==> src/common/uart_pkg.sv <==
`default_nettype none

package uart_pkg;

  localparam int bit_cycles   = 434;  // 50 MHz clock, 115200 baud.
  localparam int gap_bits     = 16;   // idle bit-times between write frames.
  localparam int timeout_bits = 64;   // reply start bit deadline.

  localparam int cmd_width  = 16;
  localparam int data_width = 8;
  localparam int addr_width = 7;
  localparam int cmd_rw_bit = 15;     // 1 = write, 0 = read.

  localparam int frame_bits = data_width + 3;  // start, data, parity, stop.
  localparam int idx_width  = $clog2(frame_bits);

  localparam int bit_cnt_width  = $clog2(bit_cycles);
  localparam int wait_cnt_width = $clog2(timeout_bits * bit_cycles);

  typedef enum logic [2:0] {
    idle,
    send_addr,
    wait_addr,
    gap,
    send_data,
    wait_data,
    wait_reply,
    finish
  } ctrl_state_e;

endpackage

`default_nettype wire

==> src/uart/uart_cmd_ctrl.sv <==
`timescale 1ns/1ns
`default_nettype none

module uart_cmd_ctrl (
  input  wire                             clk,
  input  wire                             rst_n,
  input  wire  [uart_pkg::cmd_width-1:0]  arb_cmd,
  input  wire                             arb_vld,
  output logic                            ctrl_rdy,
  output logic                            tx_start,
  output logic [uart_pkg::data_width-1:0] tx_byte,
  input  wire                             tx_done,
  input  wire                             rx_valid,
  input  wire  [uart_pkg::data_width-1:0] rx_byte,
  input  wire                             rx_bad,
  input  wire                             rx_busy,
  output logic                            rd_done,
  output logic                            rd_err,
  output logic [uart_pkg::data_width-1:0] rd_data
);
  import uart_pkg::*;

  ctrl_state_e               state_q;
  ctrl_state_e               state_d;
  logic [cmd_width-1:0]      cmd_q;
  logic [data_width-1:0]     data_q;
  logic [wait_cnt_width-1:0] wait_q;  // gap and reply timeout.
  logic                      err_q;
  logic                      gap_end;
  logic                      timeout;

  assign gap_end = wait_q == wait_cnt_width'(gap_bits * bit_cycles - 1);
  assign timeout = wait_q == wait_cnt_width'(timeout_bits * bit_cycles - 1);

  assign ctrl_rdy = state_q == idle;
  assign tx_start = (state_q == send_addr) || (state_q == send_data);
  assign tx_byte  = (state_q == send_data) ? cmd_q[data_width-1:0]
                                           : {cmd_q[cmd_rw_bit], cmd_q[data_width +: addr_width]};
  assign rd_done  = (state_q == finish) && !err_q;
  assign rd_err   = (state_q == finish) && err_q;
  assign rd_data  = data_q;

  always_comb
  begin
    state_d = state_q;
    case (state_q)
      idle:
        if (arb_vld)
          state_d = send_addr;
      send_addr:
        state_d = wait_addr;
      wait_addr:
        if (tx_done)
          state_d = cmd_q[cmd_rw_bit] ? gap : wait_reply;
      gap:
        if (gap_end)
          state_d = send_data;
      send_data:
        state_d = wait_data;
      wait_data:
        if (tx_done)
          state_d = idle;
      wait_reply:
      begin
        // a started frame holds off the timeout.
        if (rx_valid)
          state_d = finish;
        else if (!rx_busy && timeout)
          state_d = finish;
      end
      finish:
        state_d = idle;
      default:
        state_d = idle;
    endcase
  end

  always_ff @(posedge clk or negedge rst_n)
  begin
    if (!rst_n)
    begin
      state_q <= idle;
      wait_q  <= '0;
      err_q   <= 1'b0;
    end
    else
    begin
      state_q <= state_d;
      if (state_q != state_d)
        wait_q <= '0;
      else if (state_q == gap || (state_q == wait_reply && !rx_busy))
        wait_q <= wait_q + 1'b1;
      if (state_q == wait_reply)
        err_q <= !rx_valid || rx_bad;  // timeout or bad frame.
    end
  end

  always_ff @(posedge clk)
  begin
    if (state_q == idle && arb_vld)
      cmd_q <= arb_cmd;
    if (state_q == wait_reply && rx_valid)
      data_q <= rx_byte;
  end

endmodule

`default_nettype wire

==> src/uart/uart_rx.sv <==
`timescale 1ns/1ns
`default_nettype none

module uart_rx (
  input  wire                             clk,
  input  wire                             rst_n,
  input  wire                             rx,
  output logic                            rx_valid,
  output logic [uart_pkg::data_width-1:0] rx_byte,
  output logic                            rx_bad,
  output logic                            rx_busy
);
  import uart_pkg::*;

  logic                     rx_meta_q;
  logic                     rx_sync_q;
  logic                     rx_prev_q;
  logic                     busy_q;
  logic                     start_q;  // confirming start bit.
  logic [bit_cnt_width-1:0] cnt_q;
  logic [idx_width-1:0]     idx_q;
  logic [data_width-1:0]    data_q;
  logic                     par_q;
  logic                     valid_q;
  logic                     bad_q;

  assign rx_valid = valid_q;
  assign rx_bad   = bad_q;
  assign rx_byte  = data_q;
  assign rx_busy  = busy_q;

  always_ff @(posedge clk or negedge rst_n)
  begin
    if (!rst_n)
    begin
      rx_meta_q <= 1'b1;
      rx_sync_q <= 1'b1;
      rx_prev_q <= 1'b1;
      busy_q    <= 1'b0;
      start_q   <= 1'b0;
      cnt_q     <= '0;
      idx_q     <= '0;
      valid_q   <= 1'b0;
      bad_q     <= 1'b0;
    end
    else
    begin
      rx_meta_q <= rx;
      rx_sync_q <= rx_meta_q;
      rx_prev_q <= rx_sync_q;
      valid_q   <= 1'b0;
      if (!busy_q)
      begin
        if (rx_prev_q && !rx_sync_q)
        begin
          busy_q  <= 1'b1;
          start_q <= 1'b1;
          cnt_q   <= '0;
          idx_q   <= '0;
        end
      end
      else if (start_q)
      begin
        if (cnt_q == bit_cnt_width'(bit_cycles / 2 - 1))
        begin
          cnt_q   <= '0;
          start_q <= 1'b0;
          busy_q  <= !rx_sync_q;  // glitch, not a start bit.
        end
        else
        begin
          cnt_q <= cnt_q + 1'b1;
        end
      end
      else if (cnt_q == bit_cnt_width'(bit_cycles - 1))
      begin
        // bit center reached.
        cnt_q <= '0;
        idx_q <= idx_q + 1'b1;
        if (idx_q == idx_width'(data_width + 1))
        begin
          busy_q  <= 1'b0;
          valid_q <= 1'b1;
          bad_q   <= (^data_q ^ par_q) | !rx_sync_q;
        end
      end
      else
      begin
        cnt_q <= cnt_q + 1'b1;
      end
    end
  end

  // payload capture.
  always_ff @(posedge clk)
  begin
    if (busy_q && !start_q && cnt_q == bit_cnt_width'(bit_cycles - 1))
    begin
      if (idx_q < idx_width'(data_width))
        data_q <= {rx_sync_q, data_q[data_width-1:1]};  // lsb first.
      else if (idx_q == idx_width'(data_width))
        par_q <= rx_sync_q;
    end
  end

endmodule

`default_nettype wire

==> src/uart/uart_tx.sv <==
`timescale 1ns/1ns
`default_nettype none

module uart_tx (
  input  wire                             clk,
  input  wire                             rst_n,
  input  wire                             tx_start,
  input  wire  [uart_pkg::data_width-1:0] tx_byte,
  output logic                            tx,
  output logic                            tx_done
);
  import uart_pkg::*;

  logic [frame_bits-1:0]    shift_q;
  logic [bit_cnt_width-1:0] cnt_q;
  logic [idx_width-1:0]     idx_q;
  logic                     busy_q;
  logic                     bit_end;

  assign bit_end = busy_q && (cnt_q == bit_cnt_width'(bit_cycles - 1));
  assign tx_done = bit_end && (idx_q == idx_width'(frame_bits - 1));
  assign tx      = shift_q[0];  // all ones when idle.

  always_ff @(posedge clk or negedge rst_n)
  begin
    if (!rst_n)
    begin
      shift_q <= '1;
      cnt_q   <= '0;
      idx_q   <= '0;
      busy_q  <= 1'b0;
    end
    else if (tx_start && !busy_q)
    begin
      // start cycle counts as the first cycle of the start bit
      busy_q  <= 1'b1;
      cnt_q   <= bit_cnt_width'(1);
      idx_q   <= '0;
      shift_q <= {1'b1, ^tx_byte, tx_byte, 1'b0};  // even parity.
    end
    else if (busy_q)
    begin
      if (bit_end)
      begin
        cnt_q   <= '0;
        shift_q <= {1'b1, shift_q[frame_bits-1:1]};
        if (idx_q == idx_width'(frame_bits - 1))
          busy_q <= 1'b0;
        else
          idx_q <= idx_q + 1'b1;
      end
      else
      begin
        cnt_q <= cnt_q + 1'b1;
      end
    end
  end

endmodule

`default_nettype wire

==> src/verilog/cmd_arbiter.sv <==
`timescale 1ns/1ns
`default_nettype none

module cmd_arbiter (
  input  wire                             clk,
  input  wire                             rst_n,
  input  wire  [uart_pkg::cmd_width-1:0]  cmd_in_0,
  input  wire                             cmd_vld_0,
  output logic                            cmd_rdy_0,
  output logic                            read_rdy_0,
  output logic [uart_pkg::data_width-1:0] read_data_0,
  output logic                            read_err_0,
  input  wire  [uart_pkg::cmd_width-1:0]  cmd_in_1,
  input  wire                             cmd_vld_1,
  output logic                            cmd_rdy_1,
  output logic                            read_rdy_1,
  output logic [uart_pkg::data_width-1:0] read_data_1,
  output logic                            read_err_1,
  output logic [uart_pkg::cmd_width-1:0]  arb_cmd,
  output logic                            arb_vld,
  input  wire                             ctrl_rdy,
  input  wire                             rd_done,
  input  wire                             rd_err,
  input  wire  [uart_pkg::data_width-1:0] rd_data
);
  import uart_pkg::*;

  logic owner_q;  // last granted port, also owner of the read in flight.
  logic sel;
  logic accept;

  // with both ports waiting, the port not granted last goes first
  assign sel    = (cmd_vld_0 && cmd_vld_1) ? !owner_q : cmd_vld_1;
  assign arb_vld = cmd_vld_0 || cmd_vld_1;
  assign arb_cmd = sel ? cmd_in_1 : cmd_in_0;
  assign accept  = arb_vld && ctrl_rdy;

  assign cmd_rdy_0 = accept && !sel;
  assign cmd_rdy_1 = accept && sel;

  assign read_rdy_0  = rd_done && !owner_q;
  assign read_err_0  = rd_err && !owner_q;
  assign read_data_0 = rd_data;
  assign read_rdy_1  = rd_done && owner_q;
  assign read_err_1  = rd_err && owner_q;
  assign read_data_1 = rd_data;

  always_ff @(posedge clk or negedge rst_n)
  begin
    if (!rst_n)
      owner_q <= 1'b0;
    else if (accept)
      owner_q <= sel;
  end

endmodule

`default_nettype wire

==> src/verilog/uart_cmd_bridge.sv <==
`timescale 1ns/1ns
`default_nettype none

module uart_cmd_bridge (
  input  wire                             clk,
  input  wire                             rst_n,
  input  wire  [uart_pkg::cmd_width-1:0]  cmd_in_0,
  input  wire                             cmd_vld_0,
  output wire                             cmd_rdy_0,
  output wire                             read_rdy_0,
  output wire  [uart_pkg::data_width-1:0] read_data_0,
  output wire                             read_err_0,
  input  wire  [uart_pkg::cmd_width-1:0]  cmd_in_1,
  input  wire                             cmd_vld_1,
  output wire                             cmd_rdy_1,
  output wire                             read_rdy_1,
  output wire  [uart_pkg::data_width-1:0] read_data_1,
  output wire                             read_err_1,
  input  wire                             rx,
  output wire                             tx
);
  import uart_pkg::*;

  wire [cmd_width-1:0]  arb_cmd;
  wire                  arb_vld;
  wire                  ctrl_rdy;
  wire                  rd_done;
  wire                  rd_err;
  wire [data_width-1:0] rd_data;
  wire                  tx_start;
  wire [data_width-1:0] tx_byte;
  wire                  tx_done;
  wire                  rx_valid;
  wire [data_width-1:0] rx_byte;
  wire                  rx_bad;
  wire                  rx_busy;

  cmd_arbiter i_arbiter (
    .clk         (clk),
    .rst_n       (rst_n),
    .cmd_in_0    (cmd_in_0),
    .cmd_vld_0   (cmd_vld_0),
    .cmd_rdy_0   (cmd_rdy_0),
    .read_rdy_0  (read_rdy_0),
    .read_data_0 (read_data_0),
    .read_err_0  (read_err_0),
    .cmd_in_1    (cmd_in_1),
    .cmd_vld_1   (cmd_vld_1),
    .cmd_rdy_1   (cmd_rdy_1),
    .read_rdy_1  (read_rdy_1),
    .read_data_1 (read_data_1),
    .read_err_1  (read_err_1),
    .arb_cmd     (arb_cmd),
    .arb_vld     (arb_vld),
    .ctrl_rdy    (ctrl_rdy),
    .rd_done     (rd_done),
    .rd_err      (rd_err),
    .rd_data     (rd_data)
  );

  uart_cmd_ctrl i_ctrl (
    .clk      (clk),
    .rst_n    (rst_n),
    .arb_cmd  (arb_cmd),
    .arb_vld  (arb_vld),
    .ctrl_rdy (ctrl_rdy),
    .tx_start (tx_start),
    .tx_byte  (tx_byte),
    .tx_done  (tx_done),
    .rx_valid (rx_valid),
    .rx_byte  (rx_byte),
    .rx_bad   (rx_bad),
    .rx_busy  (rx_busy),
    .rd_done  (rd_done),
    .rd_err   (rd_err),
    .rd_data  (rd_data)
  );

  uart_tx i_tx (
    .clk      (clk),
    .rst_n    (rst_n),
    .tx_start (tx_start),
    .tx_byte  (tx_byte),
    .tx       (tx),
    .tx_done  (tx_done)
  );

  uart_rx i_rx (
    .clk      (clk),
    .rst_n    (rst_n),
    .rx       (rx),
    .rx_valid (rx_valid),
    .rx_byte  (rx_byte),
    .rx_bad   (rx_bad),
    .rx_busy  (rx_busy)
  );

endmodule

`default_nettype wire
==> config.mk <==
export PLATFORM = sky130hd
export DESIGN_NAME = uart_cmd_bridge
export DESIGN_NICKNAME = d
export VERILOG_FILES = /design/src/common/uart_pkg.sv /design/src/uart/uart_cmd_ctrl.sv /design/src/uart/uart_rx.sv /design/src/uart/uart_tx.sv /design/src/verilog/cmd_arbiter.sv /design/src/verilog/uart_cmd_bridge.sv
export SDC_FILE = /design/constraint.sdc
export NUM_CORES = 1
export LEC_CHECK = 0
export ABC_AREA = 1
export BUFFER_PORTS_ARGS = -buffer_cell sky130_fd_sc_hd__buf_2
export CELL_PAD_IN_SITES_DETAIL_PLACEMENT = 0
export CELL_PAD_IN_SITES_GLOBAL_PLACEMENT = 1
export CORE_MARGIN = 1.5
export CORE_UTILIZATION = 35
export DETAILED_ROUTE_END_ITERATION = 10
export PLACE_DENSITY_LB_ADDON = 0.05
export SLEW_MARGIN = 40
export SYNTH_ARGS = -nofsm -noshare
export SYNTH_HDL_FRONTEND = slang
export SYNTH_HIERARCHICAL = 1
export SYNTH_SLANG_ARGS = --single-unit
==> constraint.sdc <==
create_clock -name clk -period 2.55 [get_ports clk]
set_clock_uncertainty 0.15 [all_clocks]
set_input_delay 0 -clock clk [delete_from_list [all_inputs] [get_ports clk]]
set_output_delay 0 -clock clk [all_outputs]
set_load 0.02 [all_outputs]
==> run metrics, run 1 <==
instance count of the mapped netlist 668; number of warning messages in the yosys log 6; proportion of layout cells with a drive suffix above 1 22.1%; grt total ovfl 0; Post-Synth XOR/XNOR Area 3.15%; first-pass GRT wire length 19400 µm; via count of the first global-routing pass 4134; WL/cell 11.6 µm; Fin Setup TNS 0 ns; endpoints failing hold 19; total number of vias 4387; tightest hold margin -0.0169 ns; violations in the final reports hold timing; final weighted congestion in routability-driven placement 0.771; Clock Latency Late Sink 0.34 ns; Detailed Routing Iterations Pass 1 4; status complete, but fails checks; antenna violations before repair 0; setup violation total in the final timing report 0; max-slew violation count 0; post-detailed-routing wire length 11300 µm; starting density of the core 36.1%; type of the tightest min-delay check input pin to asynchronous set/reset pin; Via-to-Cell Ratio 4.50; Synth Area in Simple Gates 29.5%; global-route usage over all layers 14.8%; max cap viols 0; maximum level of the CTS H-tree 3; post-route fraction of the period consumed by the critical path 93.2%; clock-pin slew reported for the worst setup and hold paths after clock tree synthesis 0.07 ns; number of placement rows 45; number of inserted filler cells in the final layout 1541; die height 129 µm; # DRC 0; CTS tree done; Critical Path RT 2.68 ns; maximum fanout count along the critical path 8; total instance count after detailed placement 918; number of buffers between clock root and the deepest sink 2; number of nets with antenna violations after routing 0; total power of the final layout 0.00331 W; category of the worst setup path launch point flop; peak supply drop 0.325 mV; TritonCTS Sinks 97; largest net degree at the start of global routing 36; placed cell areas 5970 µm²; worst relative slew slack 63.5%; post-synth cell types 43; number of buffer cells added on primary ports 59; Final Instance Area 6680 µm²; pwr dens 496 nW/µm²; buffer type at the clock tree root sky130_fd_sc_hd__clkbuf_16; category of the worst setup path capture point flop; final cell count without fillers 975; number of DRC markers in iteration 0 175; register bit total from synthesis 97; post-synthesis to final-layout area growth 20.2%; slew at the pin closest to its max-slew limit 0.548 ns; die footprint 16600 µm²; startpoint-to-endpoint class of the critical path flop to flop; # nets final 806; minimum period implied by the final worst setup slack 2.38 ns; post-synth design cell area 5560 µm²; Ports 60; net count after synthesis 715; synthesized-area fraction occupied by ao, oa, aoi and oai cells 5.90%; # diodes 0; Detail Placement HPWL 8130 µm; chip width 129 µm; number of buffers created by CTS 9; Worst Path Arrival 2.51 ns; Core Area 15400 µm²; Max Clock Freq 421 MHz; multiplexer share of the synthesized area 1.82%; main combinational cell family by area after synthesis simple AND/OR/NAND/NOR gates; syn avg cell area 8.32 µm²; sequential area share after synthesis 46.9%; leading cell type in the layout, fill and taps excluded sky130_fd_sc_hd__nand2_1; share of synthesized cell area in full adder, half adder and majority cells 2.25%; most frequent cells in the layout 189 x sky130_fd_sc_hd__nand2_1, 88 x sky130_fd_sc_hd__inv_1, 60 x sky130_fd_sc_hd__nor2_1, 58 x sky130_fd_sc_hd__buf_2, 51 x sky130_fd_sc_hd__dfrtp_1; leakage power 3.25 nW
[sequential cells by signal (all words and copies together), names as in the netlist]
register / count
i_tx/cnt_q: 9
i_rx/rx_sync_q: 1
i_rx/par_q: 1
i_rx/idx_q: 4
i_tx/busy_q: 1
i_tx/idx_q: 4
i_rx/rx_valid: 1
i_rx/rx_bad: 1
i_rx/rx_meta_q: 1
i_tx/shift_q: 10
i_ctrl/state_q: 3
i_rx/start_q: 1
i_ctrl/cmd_q: 16
i_rx/rx_byte: 8
i_ctrl/wait_q: 15
i_ctrl/err_q: 1
i_arbiter/owner_q: 1
i_rx/rx_busy: 1
i_ctrl/rd_data: 8
i_rx/cnt_q: 9
i_rx/rx_prev_q: 1
[final timing paths]
kind,startpoint,endpoint,slack [ns],depth (start not counted)
worst min-delay path,rst_n,i_rx/cnt_q[4],-0.02,2
worst min register to register,i_rx/rx_meta_q,i_rx/rx_sync_q,0.22,0
worst max register to register,i_tx/cnt_q[1],i_ctrl/wait_q[13],0.17,16
min in group clk,rx,i_rx/rx_meta_q,0.16,2
worst max-delay path,i_tx/cnt_q[1],i_ctrl/wait_q[13],0.17,16
max in group asynchronous,rst_n,i_tx/shift_q[4],1.65,3
[worst max-delay path, cell delays in order, from the launching register on]
cell and delay [ns]:
sky130_fd_sc_hd__dfrtp_1 0.40, sky130_fd_sc_hd__inv_2 0.07, sky130_fd_sc_hd__ha_1 0.14, sky130_fd_sc_hd__nand2_1 0.08
sky130_fd_sc_hd__nor3_4 0.26, sky130_fd_sc_hd__nand3_4 0.12, sky130_fd_sc_hd__nor2_4 0.16, sky130_fd_sc_hd__nand2_1 0.07
sky130_fd_sc_hd__nand3_1 0.10, sky130_fd_sc_hd__nand2_1 0.09, sky130_fd_sc_hd__nor2_2 0.12, sky130_fd_sc_hd__nand3_1 0.08
sky130_fd_sc_hd__nand2_1 0.07, sky130_fd_sc_hd__nand2_1 0.08, sky130_fd_sc_hd__inv_4 0.13, sky130_fd_sc_hd__nand2_8 0.09
sky130_fd_sc_hd__nor2_1 0.10
[stage by stage]
step / util [%] / worst slack [ns]
after CTS: 43.0 / 0.0556
after detailed placement: 38.8 / 0.0245
after global placement: 38.8 / 0.0972
final: 43.4 / 0.173
after global routing: 43.4 / -0.00368
after floorplan: - / 0.274
[where the power goes]
part	internal, W	switching, W
combinational	0.000163	0.000178
clock	0.000653	0.000586
sequential	0.00166	0.0000677
total	0.00248	0.000831
[cell type report]
type	count	area (µm²)	share of cell area (%)
Sequential cell	97	2610	39.1
Multi-Input combinational cell	447	2410	36.1
Timing Repair Buffer	106	758	11.4
Tap cell	211	264	3.95
Clock buffer	10	229	3.43
Inverter	98	370	5.55
Clock inverter	6	35.0	0.525
[kinds of logic (layout without fill, tap and decap cells)]
logic type | after synthesis | count (layout)
DFF | 97 | 97
AOI/OAI and AO/OA | 54 | 54
xor gates and xnor gates | 20 | 20
buffers and inverters | 125 | 220
and+or+nand+nor | 353 | 354
adders and majority gates | 10 | 10
muxes | 9 | 9
[routing by layer]
| metal | up-vias | global-route usage [%] | routed length, µm | share of wire, % |
|---|---|---|---|---|
| met2 | 92 | 23.7 | 5080 | 45 |
| met4 | 0 | 6.28 | 204 | 1.8 |
| met3 | 11 | 2.70 | 394 | 3.5 |
| met1 | 2011 | 19.7 | 5650 | 50 |
| li1 | 2273 | - | - | - |
| met5 | - | 0 | 0 | 0 |
[repair_timing]
action	CTS	global route
gates cloned	0	1
pin swaps	0	4
hold buffers	38	0
buffers inserted	0	2
resized for setup	1	9
setup endpoints to repair	10	16
hold endpoints to repair	46	0
[synth_stat cells]
cell type | number | area [µm²]
sky130_fd_sc_hd__nor3_4 | 2 | 32.5
sky130_fd_sc_hd__a21oi_4 | 1 | 16.3
sky130_fd_sc_hd__nand2_1 | 189 | 709
sky130_fd_sc_hd__nor2_1 | 62 | 233
sky130_fd_sc_hd__nand3_1 | 43 | 215
sky130_fd_sc_hd__o21bai_1 | 1 | 7.51
sky130_fd_sc_hd__or2_1 | 1 | 6.26
sky130_fd_sc_hd__inv_2 | 7 | 26.3
sky130_fd_sc_hd__a31oi_1 | 2 | 12.5
sky130_fd_sc_hd__o21ai_1 | 11 | 55.1
sky130_fd_sc_hd__ha_1 | 10 | 125
sky130_fd_sc_hd__buf_6 | 2 | 22.5
sky130_fd_sc_hd__buf_2 | 3 | 15.0
sky130_fd_sc_hd__or2_2 | 2 | 12.5
sky130_fd_sc_hd__dfstp_2 | 13 | 342
sky130_fd_sc_hd__o31ai_1 | 1 | 7.51
sky130_fd_sc_hd__edfxtp_1 | 33 | 991
sky130_fd_sc_hd__nor3_1 | 4 | 20.0
sky130_fd_sc_hd__nand2_4 | 5 | 56.3
sky130_fd_sc_hd__o21ai_2 | 8 | 70.1
sky130_fd_sc_hd__nand2_2 | 9 | 56.3
sky130_fd_sc_hd__nor2_2 | 11 | 68.8
sky130_fd_sc_hd__nor4_1 | 1 | 6.26
sky130_fd_sc_hd__clkinv_1 | 1 | 3.75
sky130_fd_sc_hd__mux2_2 | 9 | 101
sky130_fd_sc_hd__buf_12 | 1 | 20.0
sky130_fd_sc_hd__nor4_2 | 1 | 12.5
sky130_fd_sc_hd__dfrtp_1 | 51 | 1280
sky130_fd_sc_hd__nand3_2 | 4 | 40.0
sky130_fd_sc_hd__inv_1 | 90 | 338
sky130_fd_sc_hd__nor2_4 | 5 | 56.3
sky130_fd_sc_hd__clkbuf_2 | 1 | 5.00
sky130_fd_sc_hd__nand4_2 | 1 | 12.5
sky130_fd_sc_hd__a21oi_1 | 5 | 25.0
sky130_fd_sc_hd__nand3_4 | 1 | 17.5
sky130_fd_sc_hd__buf_4 | 20 | 150
sky130_fd_sc_hd__a21oi_2 | 1 | 8.76
sky130_fd_sc_hd__nand4_1 | 10 | 62.6
sky130_fd_sc_hd__xnor2_1 | 5 | 43.8
sky130_fd_sc_hd__nor3_2 | 2 | 20.0
sky130_fd_sc_hd__o22ai_1 | 4 | 25.0
sky130_fd_sc_hd__xor2_1 | 15 | 131
sky130_fd_sc_hd__o21ai_0 | 20 | 100
(Power assumes the default switching activity.)
==> inputs of run 2 (changes only) <==
- CORE_UTILIZATION: 35 -> 45
- SLEW_MARGIN: 40 -> unset
==> run metrics, run 2 (same netlist as run 1, synthesis figures left out) <==
total power of the final layout 0.00349 W; number of inserted filler cells in the final layout 1056; maximum fanout count along the critical path 15; number of nets with antenna violations after routing 0; slew at the pin closest to its max-slew limit 0.744 ns; Max Clock Freq 426 MHz; pwr dens 529 nW/µm²; WL/cell 11.6 µm; Ports 60; CP max stage cell sky130_fd_sc_hd__dfrtp_1; post-route fraction of the period consumed by the critical path 92.2%; global-route usage over all layers 17.5%; number of buffers between clock root and the deepest sink 2; # diodes 0; CP dominant cell by count sky130_fd_sc_hd__nand2_1; die footprint 13000 µm²; Clock Latency Late Sink 0.34 ns; Worst Setup SP i_tx/cnt_q[1]; flip-flop count of the largest register after layout 16; worst relative slew slack 50.4%; minimum period implied by the final worst setup slack 2.35 ns; number of buffers created by CTS 9; startpoint-to-endpoint class of the critical path flop to flop; final weighted congestion in routability-driven placement 0.856; category of the worst setup path launch point flop; number of DRC markers in iteration 0 233; most frequent cells in the layout 189 x sky130_fd_sc_hd__nand2_1, 89 x sky130_fd_sc_hd__inv_1, 60 x sky130_fd_sc_hd__nor2_1, 59 x sky130_fd_sc_hd__buf_2, 51 x sky130_fd_sc_hd__dfrtp_1; grt total ovfl 0; Core Area 12000 µm²; first-pass GRT wire length 18300 µm; setup violation total in the final timing report 0; via count of the first global-routing pass 4096; Regs by FF count i_ctrl/cmd_q: 16 flops, i_ctrl/wait_q: 15 flops, i_tx/shift_q: 10 flops; maximum level of the CTS H-tree 3; max-slew violation count 0; post-detailed-routing wire length 10500 µm; TritonCTS Sinks 97; Worst Path Arrival 2.47 ns; max cap viols 0; launch instance of the worst register-to-register path i_tx/cnt_q[1]; area used by multi-input combinational logic 2390 µm²; Via-to-Cell Ratio 4.79; starting density of the core 46.3%; Critical Path RT 2.67 ns; post-synthesis to final-layout area growth 18.9%; final cell count without fillers 909; clock-pin slew reported for the worst setup and hold paths after clock tree synthesis 0.06 ns; leakage power 3.26 nW; chip width 114 µm; # nets final 804; antenna violations before repair 0; proportion of layout cells with a drive suffix above 1 21.9%; leading cell type in the layout, fill and taps excluded sky130_fd_sc_hd__nand2_1; critical path cell sequence inv_1 > ha_1 > nand2_1 > nor3_4 > nand3_4 > nor2_4 > nand2_1 > inv_1 > nor2_1 > o21ai_0 > a21oi_2 > nand3_1 > nand2_1 > inv_2 > nand2_8 > nor2_1; status finished clean; die height 114 µm; number of placement rows 40; number of buffer cells added on primary ports 59; endpoints failing hold 0; # DRC 0; CTS tree done; delay of the slowest cell on the worst path 0.40 ns; Detail Placement HPWL 7460 µm; buffer type at the clock tree root sky130_fd_sc_hd__clkbuf_16; category of the worst setup path capture point flop; Detailed Routing Iterations Pass 1 4; total instance count after detailed placement 853; Most flops, register i_ctrl/cmd_q; total number of vias 4357; largest net degree at the start of global routing 34; type of the tightest min-delay check input pin to asynchronous set/reset pin; peak supply drop 0.271 mV; Register Area 2610 µm²
==> run 2: changes by cell type in the layout (fill, tap and decap cells not counted) <==
| cell | change |
|---|---|
| sky130_fd_sc_hd__buf_4 | -2 |
| sky130_fd_sc_hd__clkinvlp_4 | -2 |
| sky130_fd_sc_hd__o21ai_1 | -1 |
| sky130_fd_sc_hd__o21ai_0 | +1 |
| sky130_fd_sc_hd__clkinv_2 | +2 |
| sky130_fd_sc_hd__inv_4 | -1 |
| sky130_fd_sc_hd__buf_2 | +1 |
| sky130_fd_sc_hd__nor3_2 | -1 |
| sky130_fd_sc_hd__nand2_8 | -1 |
| sky130_fd_sc_hd__inv_1 | +1 |
| sky130_fd_sc_hd__bufinv_16 | +2 |
| sky130_fd_sc_hd__clkinv_1 | -2 |
| sky130_fd_sc_hd__nor3_1 | +1 |
==> run 2: metrics by stage <==
| stage | utilization, % | hold WS (ns) | setup TNS (ns) | area [µm²] | worst slack, ns |
|---|---|---|---|---|---|
| floorplan | - | -0.446 | 0 | 5560 | 0.274 |
| global placement | 49.0 | -0.0428 | 0 | 5880 | 0.108 |
| detailed placement | 49.0 | -0.0404 | -0.0000706 | 5880 | -0.0000706 |
| CTS | 54.7 | 0.142 | 0 | 6580 | 0.105 |
| global route | 55.0 | 0.159 | -0.00166 | 6610 | -0.00126 |
| finish | 55.0 | 0.113 | 0 | 6610 | 0.200 |
==> run 2: worst max-delay path: cells and delay by family, from the launching register on <==
kind	cells	cell delay [ns]
flops	1	0.40
buf+inv	3	0.23
compound gates	2	0.28
simple gates	10	1.09
fa+ha+maj	1	0.14
==> run 2: area by class of cell <==
cell class	count	area share (%)
repair buffers	105	11.3
clock inverters	6	1.25
well taps	147	2.78
clock buffers	10	3.47
flip-flops and latches	97	39.5
multi-input cells	446	36.1
inverters	98	5.57
==> run 2: repair_timing <==
action / 4_1_cts / 5_1_grt
hold endpoints to repair: 47 / 0
endpoints found under the setup margin: 3 / 15
hold buffers: 38 / 0
setup buffers: 0 / 2
pin swaps: 0 / 3
cloned: 0 / 0
gates resized for setup: 1 / 4
==> run 2: path summary, 6_finish.rpt <==
kind                       cells after the start  slack, ns                end
max reg2reg                                   16       0.20  i_ctrl/wait_q[13]
min in group clk                               2       0.16     i_rx/rx_meta_q
min                                            2       0.11      i_rx/cnt_q[4]
max                                           16       0.20  i_ctrl/wait_q[13]
min reg2reg                                    0       0.21     i_rx/rx_sync_q
max in group asynchronous                      3       1.43    i_tx/shift_q[7]
==> run 2: routing by layer <==
layer,vias to the layer above,global-route usage [%],part of all wire (%)
li1,2273,-,-
met1,1988,24.0,50
met2,85,28.0,46
met3,11,3.07,3.1
met4,0,6.58,1.3
met5,-,0,0
==> run 2: power by group <==
part	total, W	internal (W)	switching [W]	leakage [nW]
Sequential	0.00173	0.00166	0.0000694	1.10
Combinational	0.000343	0.000163	0.000180	2.02
Clock	0.00142	0.000854	0.000564	0.152
